### config.mk
export PLATFORM = sky130hd
export DESIGN_NAME = nes_cpu_bus
export DESIGN_NICKNAME = d
export VERILOG_FILES = /design/src/source/nes_bus_pkg.sv /design/src/source/cpu_clock_divider.sv /design/src/source/sprite_dma.sv /design/src/source/dmc_dma.sv /design/src/source/bus_arbiter.sv /design/src/source/io_decode.sv /design/src/source/nes_cpu_bus.sv
export SDC_FILE = /design/constraint.sdc
export NUM_CORES = 1
export LEC_CHECK = 0
export BUFFER_PORTS_ARGS = -buffer_cell sky130_fd_sc_hd__buf_2
export CAP_MARGIN = 20
export CORE_MARGIN = 3
export CORE_UTILIZATION = 35
export CTS_CLUSTER_SIZE = 16
export DETAILED_ROUTE_END_ITERATION = 8
export GPL_TIMING_DRIVEN = 0
export HOLD_SLACK_MARGIN = 0.05
export PLACE_DENSITY = 0.64
export SYNTH_ARGS = -nofsm -noshare
export SYNTH_HDL_FRONTEND = slang
export SYNTH_SLANG_ARGS = --single-unit
### constraint.sdc
create_clock -name clk -period 2.9 [get_ports clk]
set_clock_uncertainty 0.1 [all_clocks]
set_input_delay 0.435 -clock clk [delete_from_list [all_inputs] [get_ports clk]]
set_output_delay 0.435 -clock clk [all_outputs]
set_load 0.005 [all_outputs]
### src/source/nes_bus_pkg.sv
////////////////////////////////////////////////////////////
// Widths, register addresses and DMA constants shared by the
// CPU-side bus RTL and its testbench, used by scoped names
////////////////////////////////////////////////////////////
`default_nettype none

package nes_bus_pkg;

	// Bus word types
	typedef logic [15:0] addr_t;    // CPU address bus
	typedef logic [7:0]  data_t;    // CPU data bus

	// Sprite DMA trigger, CPU writes the source page here
	localparam addr_t SPRITE_DMA_REG = 16'h4014;

	// PPU sprite memory data port, every sprite DMA write lands here
	localparam addr_t OAM_DATA_REG = 16'h2004;

	// Joypad ports
	// Write to JOY1_REG sets the three strobe bits
	// Read of either port clocks that pad
	localparam addr_t JOY1_REG = 16'h4016;
	localparam addr_t JOY2_REG = 16'h4017;

	// I/O window, never decoded as memory
	localparam addr_t IO_FIRST = 16'h4000;
	localparam addr_t IO_LAST  = 16'h4017;   // Inclusive

	// One page per sprite DMA
	localparam int SPRITE_BYTES = 256;

	// Master clocks per CPU cycle
	// NTSC console runs the CPU at master / 12
	localparam int CPU_DIV_DEFAULT = 12;

endpackage

`default_nettype wire

### src/source/cpu_clock_divider.sv
////////////////////////////////////////////////////////////
// CPU clock enable, odd/even cycle flag and the stretched
// reset that releases both DMA engines on a CPU edge
////////////////////////////////////////////////////////////
`timescale 1ns/1ns
`default_nettype none

module cpu_clock_divider #(
	parameter int cpu_div = nes_bus_pkg::CPU_DIV_DEFAULT
) (
	input  wire  clk,
	input  wire  reset,
	output logic cpu_ce,      // One clock in every cpu_div
	output logic odd_cycle,   // 1 = odd CPU cycle
	output logic dma_reset    // Held until first CPU edge
);

	localparam int cnt_w = $clog2(cpu_div);
	localparam logic [cnt_w-1:0] cnt_last = cnt_w'(cpu_div - 1);

	logic [cnt_w-1:0] div_cnt;

	// Enable on the last count of each CPU cycle
	assign cpu_ce = (div_cnt == cnt_last);

	always_ff @(posedge clk) begin
		if (reset) begin
			div_cnt <= '0;
		end else if (cpu_ce) begin
			div_cnt <= '0;    // Wrap
		end else begin
			div_cnt <= div_cnt + 1'b1;
		end
	end

	// Parity starts odd so the first CPU cycle after reset is even
	always_ff @(posedge clk) begin
		if (reset) begin
			odd_cycle <= 1'b1;
			dma_reset <= 1'b1;
		end else if (cpu_ce) begin
			odd_cycle <= ~odd_cycle;
			dma_reset <= 1'b0;   // Engines leave reset together
		end
	end

	// Strobe never lasts more than one clock
	a_ce_single: assert property (@(posedge clk) disable iff (reset)
		cpu_ce |=> !cpu_ce);

endmodule

`default_nettype wire

### src/source/sprite_dma.sv
////////////////////////////////////////////////////////////
// Sprite DMA engine, copies one 256-byte page to the sprite
// memory port after a CPU write to the trigger register
////////////////////////////////////////////////////////////
`timescale 1ns/1ns
`default_nettype none

module sprite_dma (
	input  wire                     clk,
	input  wire                     cpu_ce,
	input  wire                     dma_reset,
	input  wire                     odd_cycle,
	input  wire                     trigger,      // CPU write to $4014
	input  wire nes_bus_pkg::data_t page,         // Source page from the CPU
	input  wire                     cpu_rnw,
	input  wire                     dmc_active,   // DMC owns this even cycle
	input  wire nes_bus_pkg::data_t rdata,        // Byte read on the bus
	output logic                    spr_pending,  // Armed, CPU must stall
	output logic                    spr_active,   // Transfer phase
	output nes_bus_pkg::addr_t      spr_addr,     // Source byte address
	output nes_bus_pkg::data_t      spr_data      // Byte for the next write
);

	// Bit 0 stalls the CPU, bit 1 owns the bus
	localparam logic [1:0] st_idle  = 2'b00;
	localparam logic [1:0] st_armed = 2'b01;
	localparam logic [1:0] st_xfer  = 2'b11;

	localparam logic [7:0] last_byte = 8'(nes_bus_pkg::SPRITE_BYTES - 1);

	logic [1:0] state;

	assign spr_pending = state[0];
	assign spr_active  = state[1];

	always_ff @(posedge clk) begin
		if (dma_reset) begin
			state <= st_idle;
		end else if (cpu_ce) begin
			case (state)
				st_idle: begin
					if (trigger) begin
						state <= st_armed;
					end
				end
				st_armed: begin
					// Start on an odd read cycle, first transfer cycle is even
					if (cpu_rnw && odd_cycle) begin
						state <= st_xfer;
					end
				end
				st_xfer: begin
					if (!odd_cycle && dmc_active) begin
						state <= st_armed;   // Read stolen, redo on next even
					end else if (odd_cycle && spr_addr[7:0] == last_byte) begin
						state <= st_idle;    // Low byte wraps
					end
				end
				default: state <= st_idle;
			endcase
		end
	end

	// Source address and read latch
	always_ff @(posedge clk) begin
		if (cpu_ce) begin
			if (state == st_idle && trigger) begin
				spr_addr <= {page, 8'h00};
			end else if (spr_active && odd_cycle) begin
				spr_addr[7:0] <= spr_addr[7:0] + 8'h01;   // Next byte after each write
			end
			if (spr_active && !odd_cycle && !dmc_active) begin
				spr_data <= rdata;    // Written on the following odd cycle
			end
		end
	end

	// Transfer phase only inside the stall window
	a_active_pending: assert property (@(posedge clk) disable iff (dma_reset)
		spr_active |-> spr_pending);

endmodule

`default_nettype wire

### src/source/dmc_dma.sv
////////////////////////////////////////////////////////////
// Sample fetch engine, takes the sound unit's request and
// steals one even CPU cycle for a single byte read
////////////////////////////////////////////////////////////
`timescale 1ns/1ns
`default_nettype none

module dmc_dma (
	input  wire  clk,
	input  wire  cpu_ce,
	input  wire  dma_reset,
	input  wire  odd_cycle,
	input  wire  dmc_req,      // Held until the acknowledge
	input  wire  cpu_rnw,
	output logic dmc_active    // Fetch cycle, one CPU cycle long
);

	logic fetch_armed;    // Request taken, waiting for the next even cycle

	// Fetch runs only in the even half of the pair
	assign dmc_active = fetch_armed && !odd_cycle;

	always_ff @(posedge clk) begin
		if (dma_reset) begin
			fetch_armed <= 1'b0;
		end else if (cpu_ce) begin
			if (!fetch_armed) begin
				// Only taken on an even read cycle
				if (dmc_req && cpu_rnw && !odd_cycle) begin
					fetch_armed <= 1'b1;
				end
			end else if (!odd_cycle) begin
				fetch_armed <= 1'b0;   // Fetch done at end of even cycle
			end
		end
	end

	// Fetch cycle is followed by an odd cycle with no fetch
	a_fetch_once: assert property (@(posedge clk) disable iff (dma_reset)
		(cpu_ce && dmc_active) |=> (odd_cycle && !dmc_active));

endmodule

`default_nettype wire

### src/source/bus_arbiter.sv
////////////////////////////////////////////////////////////
// Bus master select by fixed priority DMC, sprite DMA, CPU
// and the CPU stall that goes with it
////////////////////////////////////////////////////////////
`timescale 1ns/1ns
`default_nettype none

module bus_arbiter (
	input  wire                     dmc_active,
	input  wire                     dmc_req,
	input  wire nes_bus_pkg::addr_t dmc_addr,
	input  wire                     spr_pending,
	input  wire                     spr_active,
	input  wire nes_bus_pkg::addr_t spr_addr,
	input  wire nes_bus_pkg::data_t spr_data,
	input  wire                     odd_cycle,
	input  wire nes_bus_pkg::addr_t cpu_addr,
	input  wire nes_bus_pkg::data_t cpu_wdata,
	input  wire                     cpu_rnw,
	output nes_bus_pkg::addr_t      bus_addr,
	output nes_bus_pkg::data_t      bus_wdata,
	output logic                    bus_read,
	output logic                    bus_write,
	output logic                    pause_cpu,
	output logic                    dmc_ack
);

	// CPU holds its cycle while either engine wants the bus
	assign pause_cpu = spr_pending || dmc_req;
	assign dmc_ack   = dmc_active;    // Byte is on cpu_rdata this cycle

	always_comb begin
		// CPU by default, access only goes out when not stalled
		bus_addr  = cpu_addr;
		bus_wdata = cpu_wdata;
		bus_read  = cpu_rnw && !pause_cpu;
		bus_write = !cpu_rnw && !pause_cpu;

		if (dmc_active) begin
			bus_addr  = dmc_addr;     // Sample byte fetch
			bus_read  = 1'b1;
			bus_write = 1'b0;
		end else if (spr_active) begin
			// Even reads the page, odd writes to sprite memory
			bus_wdata = spr_data;
			bus_read  = !odd_cycle;
			bus_write = odd_cycle;
			if (odd_cycle) begin
				bus_addr = nes_bus_pkg::OAM_DATA_REG;
			end else begin
				bus_addr = spr_addr;
			end
		end
	end

	// One direction per cycle
	always_comb begin
		a_one_dir: assert final (!(bus_read && bus_write));
	end

endmodule

`default_nettype wire

### src/source/io_decode.sv
////////////////////////////////////////////////////////////
// I/O window decode, joypad strobe latch, open bus and the
// read data mux back to the CPU
////////////////////////////////////////////////////////////
`timescale 1ns/1ns
`default_nettype none

module io_decode (
	input  wire                     clk,
	input  wire                     cpu_ce,
	input  wire                     reset,
	input  wire nes_bus_pkg::addr_t bus_addr,
	input  wire nes_bus_pkg::data_t bus_wdata,
	input  wire                     bus_read,
	input  wire                     bus_write,
	input  wire nes_bus_pkg::data_t mem_rdata,
	input  wire [4:0]               joypad1_data,   // Port 1 serial bits
	input  wire [4:0]               joypad2_data,   // Port 2 serial bits
	output logic                    sprite_trigger,
	output logic                    mem_read,
	output logic                    mem_write,
	output nes_bus_pkg::data_t      cpu_rdata,
	output logic [2:0]              joypad_out,     // Strobe bits
	output logic [1:0]              joypad_clock    // One bit per pad
);

	logic io_sel;      // $4000-$4017
	logic joy1_sel;
	logic joy2_sel;
	logic trig_sel;

	nes_bus_pkg::data_t open_bus;    // Last value on the data bus

	assign io_sel = (bus_addr >= nes_bus_pkg::IO_FIRST) &&
		(bus_addr <= nes_bus_pkg::IO_LAST);
	assign joy1_sel = (bus_addr == nes_bus_pkg::JOY1_REG);
	assign joy2_sel = (bus_addr == nes_bus_pkg::JOY2_REG);
	assign trig_sel = (bus_addr == nes_bus_pkg::SPRITE_DMA_REG);

	// Memory sees everything outside the I/O window
	assign mem_read  = bus_read && !io_sel;
	assign mem_write = bus_write && !io_sel;

	assign sprite_trigger = bus_write && trig_sel;   // Sampled on the CPU edge

	// Pad shifts on a read of its own port
	assign joypad_clock = {bus_read && joy2_sel, bus_read && joy1_sel};

	// Read data mux
	always_comb begin
		if (bus_read && joy1_sel) begin
			cpu_rdata = {open_bus[7:5], joypad1_data};   // Upper bits float
		end else if (bus_read && joy2_sel) begin
			cpu_rdata = {open_bus[7:5], joypad2_data};
		end else if (mem_read) begin
			cpu_rdata = mem_rdata;
		end else begin
			cpu_rdata = open_bus;     // Nothing answers
		end
	end

	// Strobe latch
	always_ff @(posedge clk) begin
		if (reset) begin
			joypad_out <= 3'b000;
		end else if (cpu_ce && bus_write && joy1_sel) begin
			joypad_out <= bus_wdata[2:0];
		end
	end

	// Bus keeps its last value, idle and write cycles just hold it
	always_ff @(posedge clk) begin
		if (cpu_ce) begin
			open_bus <= cpu_rdata;
		end
	end

endmodule

`default_nettype wire

### src/source/nes_cpu_bus.sv
////////////////////////////////////////////////////////////
// CPU-side system bus top, joins the clock divider, both
// DMA engines, the arbiter and the I/O decode
////////////////////////////////////////////////////////////
`timescale 1ns/1ns
`default_nettype none

module nes_cpu_bus #(
	parameter int cpu_div = nes_bus_pkg::CPU_DIV_DEFAULT
) (
	input  wire                     clk,
	input  wire                     reset,
	input  wire nes_bus_pkg::addr_t cpu_addr,
	input  wire nes_bus_pkg::data_t cpu_wdata,
	input  wire                     cpu_rnw,
	output wire                     cpu_ce,
	output wire                     pause_cpu,
	output wire nes_bus_pkg::data_t cpu_rdata,
	input  wire                     dmc_req,
	input  wire nes_bus_pkg::addr_t dmc_addr,
	output wire                     dmc_ack,
	output wire nes_bus_pkg::addr_t mem_addr,
	output wire                     mem_read,
	output wire                     mem_write,
	output wire nes_bus_pkg::data_t mem_wdata,
	input  wire nes_bus_pkg::data_t mem_rdata,
	input  wire [4:0]               joypad1_data,
	input  wire [4:0]               joypad2_data,
	output wire [2:0]               joypad_out,
	output wire [1:0]               joypad_clock
);

	wire                     odd_cycle;
	wire                     dma_reset;
	wire                     sprite_trigger;
	wire                     spr_pending;
	wire                     spr_active;
	wire nes_bus_pkg::addr_t spr_addr;
	wire nes_bus_pkg::data_t spr_data;
	wire                     dmc_active;
	wire nes_bus_pkg::addr_t bus_addr;    // Granted master's address
	wire nes_bus_pkg::data_t bus_wdata;
	wire                     bus_read;
	wire                     bus_write;

	assign mem_addr  = bus_addr;
	assign mem_wdata = bus_wdata;

	cpu_clock_divider #(.cpu_div(cpu_div)) u_clk_div (
		.clk(clk), .reset(reset), .cpu_ce(cpu_ce), .odd_cycle(odd_cycle),
		.dma_reset(dma_reset)
	);

	// Page comes straight off the write data of the trigger cycle
	sprite_dma u_sprite_dma (
		.clk(clk), .cpu_ce(cpu_ce), .dma_reset(dma_reset), .odd_cycle(odd_cycle),
		.trigger(sprite_trigger), .page(bus_wdata), .cpu_rnw(cpu_rnw),
		.dmc_active(dmc_active), .rdata(cpu_rdata), .spr_pending(spr_pending),
		.spr_active(spr_active), .spr_addr(spr_addr), .spr_data(spr_data)
	);

	dmc_dma u_dmc_dma (
		.clk(clk), .cpu_ce(cpu_ce), .dma_reset(dma_reset), .odd_cycle(odd_cycle),
		.dmc_req(dmc_req), .cpu_rnw(cpu_rnw), .dmc_active(dmc_active)
	);

	bus_arbiter u_arbiter (
		.dmc_active(dmc_active), .dmc_req(dmc_req), .dmc_addr(dmc_addr),
		.spr_pending(spr_pending), .spr_active(spr_active), .spr_addr(spr_addr),
		.spr_data(spr_data), .odd_cycle(odd_cycle), .cpu_addr(cpu_addr),
		.cpu_wdata(cpu_wdata), .cpu_rnw(cpu_rnw), .bus_addr(bus_addr),
		.bus_wdata(bus_wdata), .bus_read(bus_read), .bus_write(bus_write),
		.pause_cpu(pause_cpu), .dmc_ack(dmc_ack)
	);

	// Strobe latch leaves reset with the engines
	io_decode u_io_decode (
		.clk(clk), .cpu_ce(cpu_ce), .reset(dma_reset), .bus_addr(bus_addr),
		.bus_wdata(bus_wdata), .bus_read(bus_read), .bus_write(bus_write),
		.mem_rdata(mem_rdata), .joypad1_data(joypad1_data),
		.joypad2_data(joypad2_data), .sprite_trigger(sprite_trigger),
		.mem_read(mem_read), .mem_write(mem_write), .cpu_rdata(cpu_rdata),
		.joypad_out(joypad_out), .joypad_clock(joypad_clock)
	);

endmodule

`default_nettype wire

Word-level counts from Yosys, hierarchy flattened
Cells that the tools add are included.

Bits in registers: 44. Bits of input ports: 62. Output and inout port bits: 42. Logic and storage cells: 79.

Add/subtract/negate cells: 2. Magnitude comparators: 2. Equality and inequality tests: 10. Mux-type cells: 21. Bitwise logic cells: 1. Reduce and logical (&&, ||, !) cells: 33.

Operator list (number): 16-bit by 15-bit equality test with 1-bit output (second input constant) (3); 16-bit two-way mux (3); 8-bit two-way mux (6); 1-bit logical AND (20); 16-bit by 15-bit >= comparator with 1-bit output (second input constant) (1); 16-bit by 15-bit <= comparator with 1-bit output (second input constant) (1); 8-bit by 1-bit adder with 8-bit output (second input constant) (1); 8-bit equality test (second input constant) (1); 2-bit two-way mux (4); 1-bit two-way mux (7); 2-bit case mux with 3 select lines (1); 2-bit AND reduction (3); 1-bit zero test (5); 4-bit by 1-bit adder with 4-bit output (second input constant) (1); 4-bit equality test (second input constant) (1); 2-bit by 1-bit != test with 1-bit output (second input constant) (2); 4-bit AND reduction (1); 3-bit by 1-bit != test with 1-bit output (second input constant) (1); 2-bit by 1-bit equality test with 1-bit output (second input constant) (1); 2-bit equality test (second input constant) (1); 2-bit zero test (1); 2-bit nonzero test (1); 2-bit OR reduction (1); 1-bit logical OR (1); 1-bit inverter (1).

Logic depth before layout (Yosys ltp)
Gate-level depths: netlist of the first run.

Word-level depth: 10. Depth in mapped cells: 11. Gate-level depth less buffers: 9.

Hierarchy
From an unflattened synthesis of the first run, not the netlist that was laid out.

Cell total of the unflattened synthesis: 247. Area, all modules: 2655.0 um^2.

By module, submodules not included: sprite_dma (times used 1, cells an instance 65, area each 1016.0 um^2, sequential area each 760.7 um^2); io_decode (times used 1, cells an instance 62, area each 716.9 um^2, sequential area each 300.3 um^2); bus_arbiter (times used 1, cells an instance 91, area each 606.8 um^2, sequential area each 0.0 um^2); cpu_clock_divider (times used 1, cells an instance 23, area each 254.0 um^2, sequential area each 120.1 um^2); dmc_dma (times used 1, cells an instance 6, area each 61.3 um^2, sequential area each 20.0 um^2).

Least setup slack after synthesis of the first run
OpenSTA, ideal clock, no wires.

Path kind: register to output. From: register u_dmc_dma.fetch_armed. To: output cpu_rdata[5]. Data arrival time: 2502 ps. Data required time: 2365 ps. Setup slack: -137 ps. Cell stages (with the launch flop): 9. Path buffers: 2. Cells stage by stage: dfxtp_1 -> buf_4 -> nor2b_2 -> buf_4 -> a32o_1 -> a221oi_1 -> nand4_2 -> o41ai_4 -> mux2_2.

Word-level cells in the longest chain between the ends: 9. Elaborated cells on any way between the ends: 15. Those cells by class: 2 x order compare; 2 x eq/ne; 5 x mux; 6 x reduce/logical.

Ends and longest elaborated chain: from (decl) (RTL line dmc_dma.sv:18) `logic fetch_armed;`; from (signal assigned) (RTL line dmc_dma.sv:25) `fetch_armed <= 1'b0;`; from (signal assigned) (RTL line dmc_dma.sv:30) `fetch_armed <= 1'b1;`; from (signal assigned) (RTL line dmc_dma.sv:33) `fetch_armed <= 1'b0;`; 1-bit logical AND (*) (RTL line dmc_dma.sv:21) `assign dmc_active = fetch_armed && !odd_cycle;`; 16-bit two-way mux (RTL line bus_arbiter.sv:39) `if (dmc_active) begin`; 16-bit by 15-bit >= comparator with 1-bit output or 16-bit by 15-bit <= comparator with 1-bit output (tied branches) (RTL line io_decode.sv:34, io_decode.sv:35); 1-bit logical AND (RTL line io_decode.sv:34) `assign io_sel = (bus_addr >= nes_bus_pkg::IO_FIRST) &&`; 1-bit zero test (RTL line io_decode.sv:41) `assign mem_read = bus_read && !io_sel;`; 1-bit logical AND (RTL line io_decode.sv:41); 8-bit two-way mux (RTL line io_decode.sv:55) `end else if (mem_read) begin`; 8-bit two-way mux (RTL line io_decode.sv:53) `end else if (bus_read && joy2_sel) begin`; 8-bit two-way mux (*) (RTL line io_decode.sv:51) `if (bus_read && joy1_sel) begin`; to (decl) (RTL line nes_cpu_bus.sv:18) `output wire nes_bus_pkg::data_t cpu_rdata,`.

Every way passes the cells marked *; elsewhere a longest branch is shown, timed or not.

Worst setup path in the final report of the first run
From: register u_sprite_dma.state[1]. To: output cpu_rdata[0].

Word-level cells in the longest chain between the ends: 9. Elaborated cells on any way between the ends: 16. Those cells by class: 2 x order compare; 2 x eq/ne; 7 x mux; 5 x reduce/logical.

Ends and longest elaborated chain: from (decl) (RTL line sprite_dma.sv:31) `logic [1:0] state;`; from (signal assigned) (RTL line sprite_dma.sv:38) `state <= st_idle;`; from (signal assigned) (RTL line sprite_dma.sv:43) `state <= st_armed;`; from (signal assigned) (RTL line sprite_dma.sv:49) `state <= st_xfer;`; 16-bit two-way mux (RTL line bus_arbiter.sv:43) `end else if (spr_active) begin`; 16-bit two-way mux (RTL line bus_arbiter.sv:39); 16-bit by 15-bit >= comparator with 1-bit output or 16-bit by 15-bit <= comparator with 1-bit output (tied branches) (RTL line io_decode.sv:34, io_decode.sv:35); 1-bit logical AND (RTL line io_decode.sv:34); 1-bit zero test (RTL line io_decode.sv:41); 1-bit logical AND (RTL line io_decode.sv:41); 8-bit two-way mux (RTL line io_decode.sv:55); 8-bit two-way mux (RTL line io_decode.sv:53); 8-bit two-way mux (*) (RTL line io_decode.sv:51).

Marks and branches as above.

==> results of run 1 <==
==> placed cells by master (no fill, tap or decap), types with 7 or more instances in the layout <==
cell type	count
buf_2	99
buf_4	39
buf_6	18
dfxtp_1	9
edfxtp_1	32
inv_1	16
mux2_2	8
mux2i_1	7
mux2i_4	8
nand2_1	14
nor2_1	21
==> cell usage after synthesis, types with 4 or more instances <==
library cell  count
nand2_1          15
nor3_1            6
xnor2_1           4
nor2_1           22
dfxtp_1          12
a32oi_1           5
a22oi_1           8
a221oi_1          5
buf_2             6
inv_1            18
nand3_1           7
mux2i_1          16
a21oi_1           6
mux2_2           11
a32o_1            4
edfxtp_1         32
==> cell type report <==
cell class	instances	area [um2]	area share, %
flip-flops and latches	44	1210	30.3
inverters	18	72.6	1.82
well taps	96	120	3.01
plain buffers	10	90.1	2.26
clock buffers	5	68.8	1.73
repair buffers	148	925	23.2
clock inverters	3	18.8	0.471
multi-input cells	161	1480	37.2
==> through the flow <==
stage | std cells | cell area [um2] | power [mW] | hold slack, ns | setup TNS (ns)
6_report | 485 | 3990 | 1.28 | 0.271 | -9.65
5_1_grt | 485 | 3990 | 1.33 | 0.274 | -14.18
4_1_cts | 483 | 3870 | 1.28 | 0.257 | -8.08
3_5_place_dp | 433 | 3210 | 0.842 | 0.358 | -22.26
3_3_place_gp | 433 | 3210 | 0.840 | 0.341 | -20.00
2_1_floorplan | 234 | 2570 | 0.760 | 0.327 | -0.115
==> state kept, by name, summed over array words and instances (netlist names) <==
signal                  count
u_clk_div.div_cnt           4
u_sprite_dma.spr_data       8
u_sprite_dma.spr_addr      16
u_io_decode.joypad_out      3
u_clk_div.dma_reset         1
u_io_decode.open_bus        8
u_clk_div.odd_cycle         1
u_dmc_dma.fetch_armed       1
u_sprite_dma.state          2
==> worst register-to-register path: cells and delay by family (launching register included) <==
| kind | cells | cell delay [ns] |
|---|---|---|
| mux | 2 | 0.36 |
| buf+inv | 5 | 0.74 |
| flops | 1 | 0.38 |
| simple gates | 3 | 0.74 |
| compound gates | 2 | 0.56 |
==> kinds of logic (layout without fill, tap and decap cells) <==
| kind of cell | Yosys count | in the layout | share of synthesized area, % |
|---|---|---|---|
| buf+inv | 29 | 184 | 4.93 |
| xor+xnor | 7 | 7 | 2.44 |
| flops | 44 | 44 | 47.8 |
| compound gates | 50 | 50 | 17.0 |
| mux | 27 | 27 | 11.3 |
| fa+ha+maj | 2 | 2 | 0.995 |
| simple gates | 75 | 75 | 15.5 |
==> power by group <==
part / internal [mW] / total (mW) / leakage (nW) / switching [mW]
combinational: 0.119 / 0.211 / 1.30 / 0.0920
sequential: 0.671 / 0.674 / 0.365 / 0.00259
clock: 0.167 / 0.393 / 0.0378 / 0.226
total: 0.957 / 1.28 / 1.70 / 0.321
==> what timing repair did <==
item / CTS / global route
cloned: 0 / 0
endpoints found under the setup margin: 57 / 57
resized for setup: 51 / 20
pin swaps: 11 / 12
setup buffers: 43 / 9
==> final timing paths <==
check | slack (ns) | from | endpoint
min | 0.27 | reset | u_clk_div.div_cnt[2]$_SDFF_PP0_
max reg2reg | -0.19 | u_sprite_dma.state[1]$_SDFFE_PP0P_ | u_sprite_dma.spr_data[3]$_DFFE_PP_
max | -0.58 | u_sprite_dma.state[1]$_SDFFE_PP0P_ | cpu_rdata[0]
min reg2reg | 0.37 | u_clk_div.div_cnt[0]$_SDFF_PP0_ | u_clk_div.div_cnt[0]$_SDFF_PP0_
==> per-layer routing <==
metal  global-route usage, %  up-vias
li1                        -     1203
met1                    23.9     1185
met2                    32.0      119
met3                    5.42        9
met4                    7.14        0
met5                       0        -
==> reports/results.txt, run 1 <==
initial antenna violation count: 0
fin util: 58.1%
hold_buf cts: 0
slew of the pin with the lowest slew margin: 0.667 ns
Mean Syn Cell Area: 10.7 um2
fin crit period: 3.48 ns
Die Span Y: 90.7 um
Worst Path Arrival: 2.94 ns
Vias: 2516
routed wl met2: 3920 um
Final Cycle Share: 120%
vias in the first global route: 2509
Clock Root Buffer: clkbuf_8
num ports: 104
Worst path top cell family by delay: simple AND/OR/NAND/NOR gates
Starting DRT DRC Count: 140
Critical Setup Path Class: reg -> out
Fin. Hold Viols: 0
post-synthesis register bit count: 44
maxcap violations: 0
largest net degree at the start of global routing: 15
Peak VDD IR: 286 uV
top cell type's share of synthesized area: 38.2%
worst skew pair latency: 0.31 ns
failing checks: negative setup slack
Post-synth EDFFs: 32
die area: 8230 um2
ys async rst share: 0%
pre-CTS WS: -0.707 ns
Post-Syn Instances: 234
PD cells: 320 nW/um2
critical path's most frequent cell: buf_6
RD Place Congestion: 0.814
M1 wire length: 3330 um
FP Rows: 30
status: complete, but fails checks
final setup fails: 47
Max stage delay on crit path: 0.60 ns
cell taking the most area after synthesis: edfxtp_1
global-route wire length before repair: 12600 um
post-synth net total: 298
CTS Buf Count: 5
H-tree levels: 2
worst setup margin: -0.576 ns
drt drc: 0
crit path launch type: flip-flop
CP bufs+invs: 4
library cells used by synthesis: 50
Via-to-Cell Ratio: 5.19
TritonRoute pass-1 iters: 5
Fmax: 288 MHz
clock sink count: 44
top sig layer: met4
RSZ-0062 raised after global routing: true
crit path capture type: primary output
Initial Utilization: 36.6%
Post-Syn Area: 2510 um2
Hold/Removal Path Class: in -> reg
hold path cells: 2
final wirelength: 8060 um
static leakage: 1.70 nW
worst relative slew slack: 55.2%
R2R depth: 12
Routed WL per cell: 16.6 um
yosys warns: 0
crit-path cells: buf_6, nor2_2, buf_6, a32oi_1, nand2_1, or4_4, o41ai_4, buf_6, mux2i_4, mux2i_4, buf_2
# nets final: 452
Filler cells: 591
Die Wd: 90.7 um
layout cells sized above 1: 55.5%
sequential share of the synthesized area: 47.8%
worst path required time: 2.37 ns
Synth area leaders: edfxtp_1 (38%), dfxtp_1 (9.6%), mux2i_1 (6.4%)
core area: 6870 um2
Met3 Routed Length: 698 um
ANT cells: 0
CTS max path bufs: 2
Routed Antenna Nets: 0
hpwl dp: 5440 um
dominant synthesized flop cell: edfxtp_1
Layout area overhead: 58.7%
Critical Path Stages: 11
GRT Total Usage: 19.3%
Slowest cell on crit path: or4_4
clock slew at reported path FFs: 0.08 ns
CTS tree: yes
Congestion Overflow GR: 0
pins over their slew limit: 0
crit-path max FO: 7
I/O Buffers: 103
No activity file was read; power rests on OpenSTA's default activity.
==> run 2, diff against run 1 <==
--- a/config.mk
+++ b/config.mk
@@ -14,6 +14,7 @@
 export GPL_TIMING_DRIVEN = 0
 export HOLD_SLACK_MARGIN = 0.05
 export PLACE_DENSITY = 0.64
+export SETUP_SLACK_MARGIN = 0.2
 export SYNTH_ARGS = -nofsm -noshare
 export SYNTH_HDL_FRONTEND = slang
 export SYNTH_SLANG_ARGS = --single-unit
==> reports/results.txt, run 2 (synthesis results as in run 1) <==
Starting DRT DRC Count: 168 (+20%)
worst skew pair latency: 0.30 ns (about the same)
layout cells sized above 1: 58.7% (+3.1 points)
Flop pwr share: 49.5% (-3.3 points)
most frequent cells in the layout: buf_2 (103), edfxtp_1 (32), buf_4 (25)
Pint: 1.04 mW (+9.0%)
flop-to-flop setup slack: -0.19 ns (about the same)
Routed Antenna Nets: 0 (unchanged)
Hold/Removal Path Class: in -> reg
Peak VDD IR: 339 uV (+19%)
TritonRoute pass-1 iters: 5 (unchanged)
largest net degree at the start of global routing: 15 (unchanged)
R2R depth: 12 (unchanged)
Seq. cell area: 1210 um2 (unchanged)
Congestion Overflow GR: 0 (unchanged)
Critical Setup Path Class: reg -> out
Met3 Routed Length: 654 um (-6.3%)
crit path launch type: flip-flop
Die Span Y: 90.7 um (unchanged)
die area: 8230 um2 (unchanged)
Worst Hold Slack: 0.273 ns (+0.00217 ns)
Comb power frac: 15.4% (-1.1 points)
Worst Path Arrival: 2.95 ns (about the same)
FP Rows: 30 (unchanged)
RD Place Congestion: 0.809 (-0.63%)
worst r2r dst: u_sprite_dma.spr_data[2]$_DFFE_PP_
CTS Buf Count: 5 (unchanged)
sw frac: 23.4% (-1.7 points)
clock slew at reported path FFs: 0.09 ns (about the same)
CP bufs+invs: 4 (unchanged)
flip-flop count of the largest register after layout: 16 (unchanged)
initial antenna violation count: 0 (unchanged)
GRT Total Usage: 19.5% (+0.20 points)
Fmax: 287 MHz (-0.22%)
Slowest cell on crit path: o41ai_4
static leakage: 1.75 nW (+2.7%)
Worst path top cell family by delay: compound AO/OA/AOI/OAI gates
routed wl met2: 4320 um (+10%)
vias in the first global route: 2466 (-1.7%)
core area: 6870 um2 (unchanged)
Fin. Hold Viols: 0 (unchanged)
CTS tree: yes
Max stage delay on crit path: 0.39 ns (-0.21 ns)
pins over their slew limit: 0 (unchanged)
Critical Path Stages: 11 (unchanged)
area of the multi-input gates: 1530 um2 (+3.2%)
Hold Startpoint: reset
M1 wire length: 3540 um (+6.3%)
worst setup margin: -0.583 ns (-0.00751 ns)
Routed WL per cell: 17.9 um (+7.6%)
crit path capture type: primary output
placed cells: 433 (unchanged)
CTS max path bufs: 2 (unchanged)
I/O Buffers: 103 (unchanged)
hold path cells: 2 (unchanged)
RSZ-0062 raised after global routing: true
largest register by flop count: u_sprite_dma.spr_addr
Initial Utilization: 36.6% (unchanged)
PD cells: 334 nW/um2 (+4.2%)
final wirelength: 8640 um (+7.2%)
worst flop-to-flop path startpoint: u_sprite_dma.state[1]$_SDFFE_PP0P_
num ports: 104 (unchanged)
failing checks: negative setup slack
pre-CTS WS: -0.707 ns (-0.000656 ns)
hpwl dp: 5530 um (+1.5%)
slew of the pin with the lowest slew margin: 0.632 ns (-0.0352 ns)
Vias: 2555 (+1.6%)
drt drc: 0 (unchanged)
biggest regs: u_sprite_dma.spr_addr: 16 flops, u_io_decode.open_bus: 8 flops, u_sprite_dma.spr_data: 8 flops
worst relative slew slack: 57.7% (+2.5 points)
Final Cycle Share: 120% (+0.26 points)
global-route wire length before repair: 12900 um (+1.9%)
ANT cells: 0 (unchanged)
critical path's most frequent cell: buf_6
final non-filler cell total: 483 (-0.41%)
crit-path max FO: 5 (-2)
commonest non-fill, non-tap cell in the layout: buf_2
Die Wd: 90.7 um (unchanged)
fin crit period: 3.48 ns (+0.00751 ns)
final setup fails: 27 (-43%)
# nets final: 450 (-0.44%)
Filler cells: 608 (+2.9%)
worst path required time: 2.37 ns (about the same)
top sig layer: met4
hold_buf cts: 0 (unchanged)
status: complete, but fails checks
Via-to-Cell Ratio: 5.29 (+2.0%)
Clk pwr share: 35.1% (+4.4 points)
net switching power: 0.319 mW (-0.39%)
Hold EP: u_clk_div.div_cnt[3]$_SDFF_PP0_
Layout area overhead: 62.4%
maxcap violations: 0 (unchanged)
H-tree levels: 2 (unchanged)
Clock Root Buffer: clkbuf_8
clock sink count: 44 (unchanged)
crit-path cells: nor2b_4, buf_6, a32o_1, a221oi_4, nand4_4, buf_6, o41ai_4, buf_6, mux2i_4, mux2i_4, buf_2
[run 2: cell type report]
type                    instances  share of cell area (%)
multi-input cells             161                    37.5
inverters                      18                    1.87
well taps                      96                    2.94
flip-flops and latches         44                    29.6
clock buffers                   5                    1.69
clock inverters                 3                    1.04
plain buffers                  11                    2.85
repair buffers                145                    22.4
[run 2: stage by stage]
step / setup TNS, ns / util (%) / instance area, um2 / total power, mW
after global placement: -20.83 / 46.8 / 3220 / 0.840
after global routing: -10.41 / 59.4 / 4080 / 1.42
final: -7.05 / 59.4 / 4080 / 1.36
after floorplan: -0.0914 / - / 2580 / 0.760
after CTS: -4.93 / 53.6 / 3680 / 1.34
after detailed placement: -23.18 / 46.8 / 3220 / 0.842
[run 2: worst max-delay path by stage]
stage                                                   from           end  slack, ns
final                     u_sprite_dma.state[1]$_SDFFE_PP0P_  cpu_rdata[1]      -0.58
after global routing      u_sprite_dma.state[1]$_SDFFE_PP0P_  cpu_rdata[2]      -0.68
after CTS                 u_dmc_dma.fetch_armed$_SDFFE_PP0P_  cpu_rdata[1]      -0.51
after detailed placement    u_clk_div.odd_cycle$_SDFFE_PP1P_  cpu_rdata[2]      -0.71
after global placement      u_clk_div.odd_cycle$_SDFFE_PP1P_  cpu_rdata[7]      -0.68
after floorplan           u_dmc_dma.fetch_armed$_SDFFE_PP0P_  cpu_rdata[5]      -0.05
[run 2: routing by layer]
| layer | vias up | global-route usage, % |
|---|---|---|
| li1 | 1199 | - |
| met1 | 1233 | 25.2 |
| met2 | 113 | 32.4 |
| met3 | 10 | 4.75 |
| met4 | 0 | 5.48 |
| met5 | - | 0 |
[run 2: repair_timing]
action,CTS,global route
resized for setup,40,53
buffers inserted,21,18
cloned,1,2
endpoints found under the setup margin,58,59
pin swaps,8,16
[run 2: power by group through the flow]
stage | clock (mW) | combinational [mW] | sequential [mW]
after floorplan | 0 | 0.0699 | 0.690
after CTS | 0.485 | 0.177 | 0.675
after global placement | 0 | 0.151 | 0.690
final | 0.479 | 0.210 | 0.674
after detailed placement | 0 | 0.152 | 0.690
after global routing | 0.514 | 0.227 | 0.674
